===== config.mk =====
export PLATFORM = sky130hd
export DESIGN_NAME = decode_stage
export DESIGN_NICKNAME = d
export VERILOG_FILES = /design/src/common/ctrl_pkg.sv /design/src/common/isa_pkg.sv /design/src/common/decode_if.sv /design/src/decode_ctrl/control_decoder.sv /design/src/decode_ctrl/imm_extender.sv /design/src/regfile/register_file.sv /design/src/rtl/decode_stage.sv /design/src/rtl/id_ex_stage.sv /design/src/rtl/pc_redirect.sv
export VERILOG_INCLUDE_DIRS = /design/src /design/src/common
export SDC_FILE = /design/constraint.sdc
export NUM_CORES = 2
export LEC_CHECK = 0
export ABC_AREA = 1
export BUFFER_PORTS_ARGS = -buffer_cell sky130_fd_sc_hd__buf_2
export CORE_ASPECT_RATIO = 1.2
export CORE_MARGIN = 4
export CORE_UTILIZATION = 35
export CTS_BUF_LIST = sky130_fd_sc_hd__clkbuf_16
export CTS_CLUSTER_SIZE = 28
export DETAILED_ROUTE_END_ITERATION = 10
export PLACE_DENSITY = 0.54
export SYNTH_ARGS = -nofsm -noshare
export SYNTH_HDL_FRONTEND = slang
export SYNTH_SLANG_ARGS = --single-unit

===== constraint.sdc =====
create_clock -name i_clk -period 10.2 [get_ports i_clk]
set_clock_uncertainty 0.15 [all_clocks]
set_input_delay 1.53 -clock i_clk [delete_from_list [all_inputs] [get_ports i_clk]]
set_output_delay 1.53 -clock i_clk [all_outputs]
set_load 0.005 [all_outputs]

===== src/common/decode_macros.svh =====
`ifndef DECODE_MACROS_SVH
`define DECODE_MACROS_SVH

// datapath
`define DATA_W   32   // data and pc width
`define REG_AW   5    // register number width
`define NUM_REGS 32   // register file depth

// instruction fields
`define IMM_W    16   // i-type immediate
`define IDX_W    26   // j-type index
`define SHAMT_W  5    // r-type shift amount
`define OPC_W    6    // major opcode
`define FUNCT_W  6    // special function field

`endif


===== src/common/ctrl_pkg.sv =====
package ctrl_pkg;

   typedef enum logic [3:0] {
      ALU_NONE = 4'd0,
      ALU_ADD  = 4'd1,
      ALU_SLT  = 4'd2,
      ALU_AND  = 4'd3,
      ALU_OR   = 4'd4,
      ALU_XOR  = 4'd5,
      ALU_LUI  = 4'd6,
      ALU_JAL  = 4'd7,
      ALU_FUNC = 4'd8   // alu decodes funct itself
   } alu_op_e;

   // alu operand a source
   typedef enum logic [1:0] {
      A_PC    = 2'd0,
      A_RS    = 2'd1,
      A_SHAMT = 2'd2,
      A_NONE  = 2'd3
   } a_sel_e;

   typedef enum logic {
      B_RT  = 1'b0,
      B_IMM = 1'b1
   } b_sel_e;

   // write-back register number
   typedef enum logic [1:0] {
      DEST_RD  = 2'd0,
      DEST_RT  = 2'd1,
      DEST_R31 = 2'd2   // link register
   } dest_sel_e;

   typedef enum logic [1:0] {
      EXT_JUMP  = 2'd0,
      EXT_SIGN  = 2'd1,
      EXT_ZERO  = 2'd2,
      EXT_SHAMT = 2'd3
   } ext_sel_e;

   typedef struct packed {
      alu_op_e   alu_op;
      a_sel_e    a_sel;
      dest_sel_e dest_sel;
      b_sel_e    b_sel;
   } exec_ctrl_t;

   typedef struct packed {
      logic rd;
      logic wr;
   } mem_ctrl_t;

   typedef struct packed {
      logic wen;
      logic from_mem; // load result instead of alu result
   } wb_ctrl_t;

endpackage


===== src/common/isa_pkg.sv =====
package isa_pkg;

`include "decode_macros.svh"

   // r-type view, special opcode
   typedef struct packed {
      logic [`OPC_W-1:0]   opcode;
      logic [`REG_AW-1:0]  rs;
      logic [`REG_AW-1:0]  rt;
      logic [`REG_AW-1:0]  rd;
      logic [`SHAMT_W-1:0] shamt;
      logic [`FUNCT_W-1:0] funct;
   } r_fmt_t;

   // immediate, load/store and branch view
   typedef struct packed {
      logic [`OPC_W-1:0]  opcode;
      logic [`REG_AW-1:0] rs;
      logic [`REG_AW-1:0] rt;
      logic [`IMM_W-1:0]  imm16;
   } i_fmt_t;

   typedef struct packed {
      logic [`OPC_W-1:0] opcode;
      logic [`IDX_W-1:0] index26;
   } j_fmt_t;

   // one word, three ways to read it
   typedef union packed {
      r_fmt_t r_fmt;
      i_fmt_t i_fmt;
      j_fmt_t j_fmt;
   } instr_u;

   typedef enum logic [`OPC_W-1:0] {
      OP_SPECIAL = 6'h00,
      OP_J       = 6'h02,
      OP_JAL     = 6'h03,
      OP_BEQ     = 6'h04,
      OP_BNE     = 6'h05,
      OP_ADDI    = 6'h08,
      OP_SLTI    = 6'h0a,
      OP_ANDI    = 6'h0c,
      OP_ORI     = 6'h0d,
      OP_XORI    = 6'h0e,
      OP_LUI     = 6'h0f,
      OP_LW      = 6'h23,
      OP_SW      = 6'h2b
   } opcode_e;

   // special functions that change decode, the rest go to the alu as is
   typedef enum logic [`FUNCT_W-1:0] {
      FN_SLL  = 6'h00,
      FN_SRL  = 6'h02,
      FN_SRA  = 6'h03,
      FN_JR   = 6'h08,
      FN_JALR = 6'h09,
      FN_ADD  = 6'h20
   } funct_e;

endpackage


===== src/common/decode_if.sv =====
`timescale 1ns/1ps

interface decode_if;
   import ctrl_pkg::*;

   exec_ctrl_t exec;
   mem_ctrl_t  mem;
   wb_ctrl_t   wb;
   ext_sel_e   ext_sel;   // immediate extension mode
   logic       is_beq;
   logic       is_bne;
   logic       is_jump;   // j, jal, jr, jalr
   logic       jump_reg;  // target from rs

   // decoder side
   modport ctrl (
      output exec, mem, wb, ext_sel,
      output is_beq, is_bne, is_jump, jump_reg
   );

   // extender, redirect and id/ex side
   modport sink (
      input exec, mem, wb, ext_sel,
      input is_beq, is_bne, is_jump, jump_reg
   );

endinterface


===== src/decode_ctrl/control_decoder.sv =====
`timescale 1ns/1ps

module control_decoder (
   input  isa_pkg::instr_u i_instr,
   decode_if.ctrl          o_ctrl
);
   import isa_pkg::*;
   import ctrl_pkg::*;

   logic is_reg_jump;   // jr or jalr
   logic is_nop;

   assign is_reg_jump = (i_instr.r_fmt.funct == FN_JR) || (i_instr.r_fmt.funct == FN_JALR);
   assign is_nop      = (i_instr.r_fmt == '0); // sll r0,r0,0

   always_comb begin
      // bubble unless the opcode says otherwise
      o_ctrl.exec.alu_op   = ALU_NONE;
      o_ctrl.exec.a_sel    = A_NONE;
      o_ctrl.exec.dest_sel = DEST_RD;
      o_ctrl.exec.b_sel    = B_IMM;
      o_ctrl.mem           = '0;
      o_ctrl.wb            = '0;
      o_ctrl.ext_sel       = EXT_SIGN;
      o_ctrl.is_beq        = 1'b0;
      o_ctrl.is_bne        = 1'b0;
      o_ctrl.is_jump       = 1'b0;
      o_ctrl.jump_reg      = 1'b0;

      case (i_instr.r_fmt.opcode)
         OP_ADDI, OP_SLTI, OP_ANDI, OP_ORI, OP_XORI, OP_LUI: begin
            o_ctrl.exec.a_sel    = A_RS;
            o_ctrl.exec.dest_sel = DEST_RT;
            o_ctrl.wb.wen        = 1'b1;
            case (i_instr.r_fmt.opcode)
               OP_ADDI: o_ctrl.exec.alu_op = ALU_ADD;
               OP_SLTI: o_ctrl.exec.alu_op = ALU_SLT;
               OP_ANDI: o_ctrl.exec.alu_op = ALU_AND;
               OP_ORI:  o_ctrl.exec.alu_op = ALU_OR;
               OP_XORI: o_ctrl.exec.alu_op = ALU_XOR;
               default: o_ctrl.exec.alu_op = ALU_LUI;
            endcase
            // logic ops take the immediate unsigned
            if (i_instr.r_fmt.opcode != OP_ADDI && i_instr.r_fmt.opcode != OP_SLTI) begin
               o_ctrl.ext_sel = EXT_ZERO;
            end
            if (i_instr.r_fmt.opcode == OP_LUI) begin
               o_ctrl.exec.a_sel = A_NONE;   // lui ignores rs
            end
         end
         OP_LW, OP_SW: begin
            o_ctrl.exec.alu_op = ALU_ADD;    // base + offset
            o_ctrl.exec.a_sel  = A_RS;
            if (i_instr.r_fmt.opcode == OP_LW) begin
               o_ctrl.exec.dest_sel = DEST_RT;
               o_ctrl.mem.rd        = 1'b1;
               o_ctrl.wb.wen        = 1'b1;
               o_ctrl.wb.from_mem   = 1'b1;
            end else begin
               o_ctrl.mem.wr = 1'b1;
            end
         end
         OP_BEQ: o_ctrl.is_beq = 1'b1;
         OP_BNE: o_ctrl.is_bne = 1'b1;
         OP_J: begin
            o_ctrl.ext_sel = EXT_JUMP;
            o_ctrl.is_jump = 1'b1;
         end
         OP_JAL: begin
            o_ctrl.ext_sel       = EXT_JUMP;
            o_ctrl.is_jump       = 1'b1;
            o_ctrl.exec.alu_op   = ALU_JAL;
            o_ctrl.exec.a_sel    = A_PC;      // return address from pc
            o_ctrl.exec.dest_sel = DEST_R31;
            o_ctrl.wb.wen        = 1'b1;
         end
         OP_SPECIAL: begin
            o_ctrl.ext_sel     = EXT_SHAMT;
            o_ctrl.exec.alu_op = ALU_FUNC;
            o_ctrl.exec.b_sel  = B_RT;
            case (i_instr.r_fmt.funct)
               FN_SLL, FN_SRL, FN_SRA: o_ctrl.exec.a_sel = A_SHAMT;
               FN_JALR:                o_ctrl.exec.a_sel = A_PC;
               default:                o_ctrl.exec.a_sel = A_RS;
            endcase
            o_ctrl.is_jump  = is_reg_jump;
            o_ctrl.jump_reg = is_reg_jump;
            o_ctrl.wb.wen   = !(i_instr.r_fmt.funct == FN_JR || is_nop);
         end
         default: ;   // unknown opcode stays a bubble
      endcase
   end

endmodule


===== src/decode_ctrl/imm_extender.sv =====
`timescale 1ns/1ps

`include "decode_macros.svh"

module imm_extender (
   input  isa_pkg::instr_u    i_instr,
   decode_if.sink             i_ctrl,
   output logic [`DATA_W-1:0] o_imm
);
   import ctrl_pkg::*;

   logic [`IMM_W-1:0] imm16;

   assign imm16 = i_instr.i_fmt.imm16;

   always_comb begin
      case (i_ctrl.ext_sel)
         EXT_JUMP:  o_imm = {{(`DATA_W-`IDX_W){1'b0}}, i_instr.j_fmt.index26};
         EXT_SIGN:  o_imm = {{(`DATA_W-`IMM_W){imm16[`IMM_W-1]}}, imm16};
         EXT_ZERO:  o_imm = {{(`DATA_W-`IMM_W){1'b0}}, imm16};
         default:   o_imm = {{(`DATA_W-`SHAMT_W){1'b0}}, i_instr.r_fmt.shamt}; // shifts
      endcase
   end

endmodule


===== src/regfile/register_file.sv =====
`timescale 1ns/1ps

`include "decode_macros.svh"

module register_file (
   input  logic               i_clk,
   input  logic               i_rst,
   input  logic [`REG_AW-1:0] i_rd_addr_a,
   input  logic [`REG_AW-1:0] i_rd_addr_b,
   input  logic [`REG_AW-1:0] i_wr_addr,
   input  logic [`DATA_W-1:0] i_wr_data,
   input  logic               i_wr_en,
   output logic [`DATA_W-1:0] o_rd_data_a,
   output logic [`DATA_W-1:0] o_rd_data_b
);

   logic [`DATA_W-1:0] regs [`NUM_REGS];
   logic               wr_ok;

   // r0 is hardwired, never written
   assign wr_ok = i_wr_en && (i_wr_addr != '0);

   always_ff @(posedge i_clk) begin
      if (i_rst) begin
         for (int i = 0; i < `NUM_REGS; i++) begin
            regs[i] <= '0;
         end
      end else if (wr_ok) begin
         regs[i_wr_addr] <= i_wr_data;
      end
   end

   // no write-through, a write shows up the cycle after
   assign o_rd_data_a = regs[i_rd_addr_a];
   assign o_rd_data_b = regs[i_rd_addr_b];

endmodule


===== src/rtl/decode_stage.sv =====
`timescale 1ns/1ps

`include "decode_macros.svh"

module decode_stage (
   input  logic                 i_clk,
   input  logic                 i_rst,
   input  logic [`DATA_W-1:0]   i_pc,
   input  isa_pkg::instr_u      i_instr,
   input  logic [`DATA_W-1:0]   i_wb_data,
   input  logic [`REG_AW-1:0]   i_wb_addr,
   input  logic                 i_wb_wen,
   output logic [`DATA_W-1:0]   o_ex_pc,
   output logic [`DATA_W-1:0]   o_ex_rs_val,
   output logic [`DATA_W-1:0]   o_ex_rt_val,
   output logic [`DATA_W-1:0]   o_ex_imm,
   output logic [`REG_AW-1:0]   o_ex_rs_num,
   output logic [`REG_AW-1:0]   o_ex_rt_num,
   output logic [`REG_AW-1:0]   o_ex_rd_num,
   output logic [`FUNCT_W-1:0]  o_ex_funct,
   output ctrl_pkg::alu_op_e    o_ex_alu_op,
   output ctrl_pkg::a_sel_e     o_ex_a_sel,
   output ctrl_pkg::b_sel_e     o_ex_b_sel,
   output ctrl_pkg::dest_sel_e  o_ex_dest_sel,
   output logic                 o_ex_mem_rd,
   output logic                 o_ex_mem_wr,
   output logic                 o_ex_wb_wen,
   output logic                 o_ex_wb_from_mem,
   output logic [`DATA_W-1:0]   o_branch_addr,
   output logic [`DATA_W-1:0]   o_jump_addr,
   output logic                 o_branch_taken,
   output logic                 o_pc_src
);

   logic [`DATA_W-1:0] rs_val;
   logic [`DATA_W-1:0] rt_val;
   logic [`DATA_W-1:0] imm;

   decode_if u_ctrl_if ();

   register_file u_register_file (
      .i_clk       (i_clk),
      .i_rst       (i_rst),
      .i_rd_addr_a (i_instr.r_fmt.rs),
      .i_rd_addr_b (i_instr.r_fmt.rt),
      .i_wr_addr   (i_wb_addr),   // from write-back stage
      .i_wr_data   (i_wb_data),
      .i_wr_en     (i_wb_wen),
      .o_rd_data_a (rs_val),
      .o_rd_data_b (rt_val)
   );

   control_decoder u_control_decoder (
      .i_instr (i_instr),
      .o_ctrl  (u_ctrl_if.ctrl)
   );

   imm_extender u_imm_extender (
      .i_instr (i_instr),
      .i_ctrl  (u_ctrl_if.sink),
      .o_imm   (imm)
   );

   pc_redirect u_pc_redirect (
      .i_pc           (i_pc),
      .i_rs_val       (rs_val),
      .i_rt_val       (rt_val),
      .i_imm          (imm),
      .i_ctrl         (u_ctrl_if.sink),
      .o_branch_addr  (o_branch_addr),
      .o_jump_addr    (o_jump_addr),
      .o_branch_taken (o_branch_taken),
      .o_pc_src       (o_pc_src)
   );

   id_ex_stage u_id_ex_stage (
      .i_clk            (i_clk),
      .i_rst            (i_rst),
      .i_pc             (i_pc),
      .i_rs_val         (rs_val),
      .i_rt_val         (rt_val),
      .i_imm            (imm),
      .i_instr          (i_instr),
      .i_ctrl           (u_ctrl_if.sink),
      .o_ex_pc          (o_ex_pc),
      .o_ex_rs_val      (o_ex_rs_val),
      .o_ex_rt_val      (o_ex_rt_val),
      .o_ex_imm         (o_ex_imm),
      .o_ex_rs_num      (o_ex_rs_num),
      .o_ex_rt_num      (o_ex_rt_num),
      .o_ex_rd_num      (o_ex_rd_num),
      .o_ex_funct       (o_ex_funct),
      .o_ex_alu_op      (o_ex_alu_op),
      .o_ex_a_sel       (o_ex_a_sel),
      .o_ex_b_sel       (o_ex_b_sel),
      .o_ex_dest_sel    (o_ex_dest_sel),
      .o_ex_mem_rd      (o_ex_mem_rd),
      .o_ex_mem_wr      (o_ex_mem_wr),
      .o_ex_wb_wen      (o_ex_wb_wen),
      .o_ex_wb_from_mem (o_ex_wb_from_mem)
   );

endmodule


===== src/rtl/id_ex_stage.sv =====
`timescale 1ns/1ps

`include "decode_macros.svh"

module id_ex_stage (
   input  logic                 i_clk,
   input  logic                 i_rst,
   input  logic [`DATA_W-1:0]   i_pc,
   input  logic [`DATA_W-1:0]   i_rs_val,
   input  logic [`DATA_W-1:0]   i_rt_val,
   input  logic [`DATA_W-1:0]   i_imm,
   input  isa_pkg::instr_u      i_instr,
   decode_if.sink               i_ctrl,
   output logic [`DATA_W-1:0]   o_ex_pc,
   output logic [`DATA_W-1:0]   o_ex_rs_val,
   output logic [`DATA_W-1:0]   o_ex_rt_val,
   output logic [`DATA_W-1:0]   o_ex_imm,
   output logic [`REG_AW-1:0]   o_ex_rs_num,
   output logic [`REG_AW-1:0]   o_ex_rt_num,
   output logic [`REG_AW-1:0]   o_ex_rd_num,
   output logic [`FUNCT_W-1:0]  o_ex_funct,
   output ctrl_pkg::alu_op_e    o_ex_alu_op,
   output ctrl_pkg::a_sel_e     o_ex_a_sel,
   output ctrl_pkg::b_sel_e     o_ex_b_sel,
   output ctrl_pkg::dest_sel_e  o_ex_dest_sel,
   output logic                 o_ex_mem_rd,
   output logic                 o_ex_mem_wr,
   output logic                 o_ex_wb_wen,
   output logic                 o_ex_wb_from_mem
);
   import ctrl_pkg::*;

   exec_ctrl_t exec_q;
   mem_ctrl_t  mem_q;
   wb_ctrl_t   wb_q;

   always_ff @(posedge i_clk) begin
      if (i_rst) begin
         o_ex_pc     <= '0;
         o_ex_rs_val <= '0;
         o_ex_rt_val <= '0;
         o_ex_imm    <= '0;
         o_ex_rs_num <= '0;
         o_ex_rt_num <= '0;
         o_ex_rd_num <= '0;
         o_ex_funct  <= '0;
         exec_q      <= '0;   // alu_op none
         mem_q       <= '0;
         wb_q        <= '0;
      end else begin
         o_ex_pc     <= i_pc;
         o_ex_rs_val <= i_rs_val;
         o_ex_rt_val <= i_rt_val;
         o_ex_imm    <= i_imm;
         o_ex_rs_num <= i_instr.r_fmt.rs;
         o_ex_rt_num <= i_instr.r_fmt.rt;
         o_ex_rd_num <= i_instr.r_fmt.rd;   // execute picks rd/rt/r31 by dest_sel
         o_ex_funct  <= i_instr.r_fmt.funct;
         exec_q      <= i_ctrl.exec;
         mem_q       <= i_ctrl.mem;
         wb_q        <= i_ctrl.wb;
      end
   end

   // unpack the control structs onto flat ports
   assign o_ex_alu_op      = exec_q.alu_op;
   assign o_ex_a_sel       = exec_q.a_sel;
   assign o_ex_b_sel       = exec_q.b_sel;
   assign o_ex_dest_sel    = exec_q.dest_sel;
   assign o_ex_mem_rd      = mem_q.rd;
   assign o_ex_mem_wr      = mem_q.wr;
   assign o_ex_wb_wen      = wb_q.wen;
   assign o_ex_wb_from_mem = wb_q.from_mem;

endmodule


===== src/rtl/pc_redirect.sv =====
`timescale 1ns/1ps

`include "decode_macros.svh"

module pc_redirect (
   input  logic [`DATA_W-1:0] i_pc,
   input  logic [`DATA_W-1:0] i_rs_val,
   input  logic [`DATA_W-1:0] i_rt_val,
   input  logic [`DATA_W-1:0] i_imm,
   decode_if.sink             i_ctrl,
   output logic [`DATA_W-1:0] o_branch_addr,
   output logic [`DATA_W-1:0] o_jump_addr,
   output logic               o_branch_taken,
   output logic               o_pc_src
);

   logic                      ops_equal;
   logic [`DATA_W-1:0]        word_offset;
   logic [`DATA_W-1:0]        region_addr;

   assign ops_equal   = (i_rs_val == i_rt_val);
   assign word_offset = {i_imm[`DATA_W-3:0], 2'b00};  // sign already in i_imm

   // pseudo-direct target keeps the current 256 MB region
   assign region_addr = {i_pc[`DATA_W-1:`IDX_W+2], i_imm[`IDX_W-1:0], 2'b00};

   assign o_branch_addr  = i_pc + word_offset;
   assign o_jump_addr    = i_ctrl.jump_reg ? i_rs_val : region_addr;
   assign o_branch_taken = (i_ctrl.is_beq && ops_equal) || (i_ctrl.is_bne && !ops_equal);
   assign o_pc_src       = i_ctrl.is_jump;

endmodule


==> results.txt <==
- Run status: finished clean
- In this run the core area contains 171 standard-cell rows.
- Routed length per placed instance: 26.30 microns
- Drt pass-1 iters: 7
- Final routed wirelength across all metal layers: between 200 and 300 mm
* Setup_tns: 0 ps
- Together, buffers and inverters on the worst path number 4.
- The signal on the critical path passes through buf_2 > nor2_1 > nand3_1 > nor3_2 > inv_1 > o21ai_0 > inv_1 > ha_1 > fa_1 > nand3_1 > nand2_1 > a21boi_0 > o31ai_1 > a21boi_0 > o21bai_1 > a21oi_1 > xnor2_1 > buf_2.
- Final net count: around 8300
* Die area: ~190000 sq um
* Critical path class: in2out
* Horizontal die dimension: 397.8 microns
* Buffers added on ports: 331
- Synthesis produced a netlist whose cell count is 8235.
- In the global route stage, overall resource usage came out at 0.2883.
- Entering global routing, the biggest net connects 206 pins.
- STA classifies the critical path endpoint as an output pin.
- Number of unique standard cell types used by synthesis: 41
- In this run the static leakage power is approximately 30 nW.
- Max H-tree Level: 4
- Delay of the slowest critical-path stage: 600 ps
* Warnings from Yosys: 0
* Total standard cell area after synthesis: between 60000 and 70000 sq um
* Detailed Route Iter0 Violations: roughly 8700
- Clk sink count: 1180
- Antenna Violating Nets Remaining: 0
* Initial Util: 0.3525
* Min Tclk post-route: 8465 ps
- At the end of routability-driven placement, the weighted congestion stood at 0.9254.
- The final-report hold violation count was 0.
- For this run, the top clock speed supported by timing is 118.1 MHz.
- Slowest stage cell, crit path: sky130_fd_sc_hd__nor2_1
* Sum of net half-perimeters after detailed placement: 158.5 mm
- Setup violations remaining at the end of the flow were counted as 0.
- The number of setup buffers added after CTS is 0.
- Routed vias: 60740
- The max-slew violation total from the final report is 0.
* Global-route wire length before repair: 398.9 mm
- Setup crit start kind: input port
* Maximum resistive drop on vdd: 0.1275 mV
- Area added between synthesis and finish: 11.21%
- Drt drc: 0
* Worst-path fanout max: 22
- #FFs+latches synth: 1180
- Slew at the pin with the worst max-slew slack: 1304 ps
* Type of the worst min-delay path: reg2reg
* Final non-filler cell total: between 10000 and 15000
- The root buffer cell chosen for the clock tree is sky130_fd_sc_hd__clkbuf_16.
- Clock insertion delay at the later pin of the skew report: 810 ps
- For this design the ratio of total power to cell area is 171.6 nW/um^2.
* Clock input transition at the sequential cells of the worst setup and hold paths: 60 ps
- Via density: 5.667
- Clock tree from TritonCTS: done
- Syn avg cell area: 7.747 sq um
- Share of synthesized area occupied by flip-flops and latches: 0.5309
- Clock tree synthesis inserted a total of 133 buffers.
- The number of global-route vias before repair came to 57360.
- Filler Cells Inserted: 18360
* Share of the clock period used by the worst path after layout: 0.8299
- The cell family contributing the most delay on the critical path is compound AO/OA/AOI/OAI gates.
* Antenna violations before repair: 17
- Number of buffers between clock root and the deepest sink: 3
- Setup repair after global routing missed its margin: no
* Core Region: 181000 sq um
- In this run the tightest slew margin relative to its limit is 0.1299.
- Cells after DPL: 10470
- At the worst endpoint, the required time is 8520 ps.
- GR Overflow Total: 0
- Cells resized by post-CTS repair: 0
- Worst endpoint data arrival time: ~6800 ps
- Share of cells above drive strength 1: 0.08458
* Boundary Pins: 332
* Chip Height: around 480 microns
- Max-cap violations in this run came to 0.
- Cts-stage hold buffer count: 0
[Yosys cell counts, drive strengths merged]
library cell     n  area (sq um)
nand2         3004         11280
nand3         1565          7833
nor2          1287          4831
edfxtp        1024         30750
buf            362          2016
clkbuf         311          1167
inv            212         798.3
dfxtp          156          3123
o21ai          128         640.6
a21oi           58         290.3
ha              29         362.9
nor3            21         110.1
xor2            19         166.4
nand4           10         62.56
xnor2           10         87.58
a31oi            5         31.28
nor4             5         31.28
o21a             4         30.03
o31ai            4         30.03
a21boi           3         22.52
a21o             2         15.01
clkinv           2         7.510
o211ai           2         15.01
o21bai           2         15.01
o221ai           2         17.52
a211oi           1         7.510
a221oi           1         8.760
a41oi            1         8.760
conb             1         3.750
fa               1         20.02
nor3b            1         7.510
o2111ai          1         8.760
or3              1         6.260
[path summary, 6_finish.rpt]
| path | from | to | slack, ps | depth (start not counted) |
|---|---|---|---|---|
| worst max-delay path | i_instr[30] | o_branch_addr[24] | 1730 | 18 |
| worst min-delay path | u_register_file.regs[9][11] | u_id_ex_stage.o_ex_rt_val[11] | 720 | 6 |
| worst max register to register | u_register_file.regs[25][10] | u_id_ex_stage.o_ex_rs_val[10] | 7790 | 8 |
| worst min register to register | u_register_file.regs[9][11] | u_id_ex_stage.o_ex_rt_val[11] | 720 | 6 |
[through the flow]
step | setup WS, ps | power [mW] | cell area (sq um) | util | hold WS (ps)
2_1_floorplan | 3768 | 6.786 | 63920 | - | 555.2
3_3_place_gp | 1840 | 7.533 | 66850 | 0.3693 | 639.1
3_5_place_dp | 1779 | 7.556 | 66850 | 0.3693 | 657.8
4_1_cts | 1752 | 12.16 | 70940 | 0.3919 | 688.9
5_1_grt | 1327 | 12.58 | 70940 | 0.3919 | 768.7
6_report | 1735 | 12.18 | 70950 | 0.3920 | 718.5
[cells in the final DEF, fill, tap and decap left out, types with 20 or more instances in the layout]
cell type                   netlist  layout
sky130_fd_sc_hd__a21oi_1         58      58
sky130_fd_sc_hd__buf_2          270     322
sky130_fd_sc_hd__buf_4           26     113
sky130_fd_sc_hd__clkbuf_16        0     137
sky130_fd_sc_hd__clkinv_1         2      26
sky130_fd_sc_hd__conb_1           1      32
sky130_fd_sc_hd__dfxtp_1        156     156
sky130_fd_sc_hd__edfxtp_1      1024    1024
sky130_fd_sc_hd__ha_1            29      29
sky130_fd_sc_hd__inv_1          201     235
sky130_fd_sc_hd__nand2_1       3004    2953
sky130_fd_sc_hd__nand2_2          0      48
sky130_fd_sc_hd__nand3_1       1565    1565
sky130_fd_sc_hd__nor2_1        1287    1286
sky130_fd_sc_hd__nor3_1          20      20
sky130_fd_sc_hd__o21ai_0        117     117
[where the power goes]
group	total, mW	internal [mW]	switching (mW)	leakage, nW
sequential	5.64	5.52	0.128	11.0
combinational	1.87	0.477	1.39	17.6
clock	4.67	2.60	2.06	2.14
[cell type report]
type | instances | area (sq um) | area share
diodes | 7 | 17.52 | 0.0002469
clock buffers | 137 | 3428 | 0.04832
clock inverters | 99 | 653.1 | 0.009205
inverters | 214 | 854.6 | 0.01204
multi-input cells | 6199 | 26200 | 0.3693
flip-flops and latches | 1180 | 33870 | 0.4774
well taps | 2422 | 3030 | 0.04271
repair buffers | 459 | 2897 | 0.04082
[worst register-to-register path: stages, from the launching register on]
cell and delay (ps):
sky130_fd_sc_hd__edfxtp_1 390, sky130_fd_sc_hd__nand2_1 80, sky130_fd_sc_hd__nand3_1 100, sky130_fd_sc_hd__nand3_1 130
sky130_fd_sc_hd__nand2_1 70, sky130_fd_sc_hd__nand2_1 80, sky130_fd_sc_hd__nand2_1 230, sky130_fd_sc_hd__o21ai_1 970
sky130_fd_sc_hd__nor2_1 70
[registers in the layout, indices dropped and copies added, names as in the netlist, 2 cells and up]
| register | cells |
|---|---|
| u_register_file.regs | 1024 |
| u_id_ex_stage.o_ex_rs_num | 5 |
| u_id_ex_stage.o_ex_rs_val | 32 |
| u_id_ex_stage.o_ex_a_sel | 2 |
| u_id_ex_stage.o_ex_alu_op | 4 |
| u_id_ex_stage.o_ex_imm | 27 |
| u_id_ex_stage.o_ex_funct | 6 |
| u_id_ex_stage.o_ex_rd_num | 5 |
| u_id_ex_stage.o_ex_pc | 32 |
| u_id_ex_stage.o_ex_rt_num | 5 |
| u_id_ex_stage.o_ex_dest_sel | 2 |
| u_id_ex_stage.o_ex_rt_val | 32 |
[kinds of logic after synthesis]
kind of cell / count (synthesis) / synth area share
AND/OR/NAND/NOR: 5894 / 0.3786
flip-flops: 1180 / 0.5309
buffers and inverters: 887 / 0.06252
AO/OA/AOI/OAI: 214 / 0.01789
adder cells (fa/ha/maj): 30 / 0.006001
XOR/XNOR: 29 / 0.003981
other: 1 / 0.00005878
[per-layer routing]
| metal | track usage | part of all wire |
|---|---|---|
| met5 | 0 | 0.00033 |
| met2 | 0.4629 | 0.45 |
| met3 | 0.06226 | 0.12 |
| met4 | 0.1533 | 0.057 |
| met1 | 0.3638 | 0.37 |
Note: power is estimated with default switching activity, not from simulation.
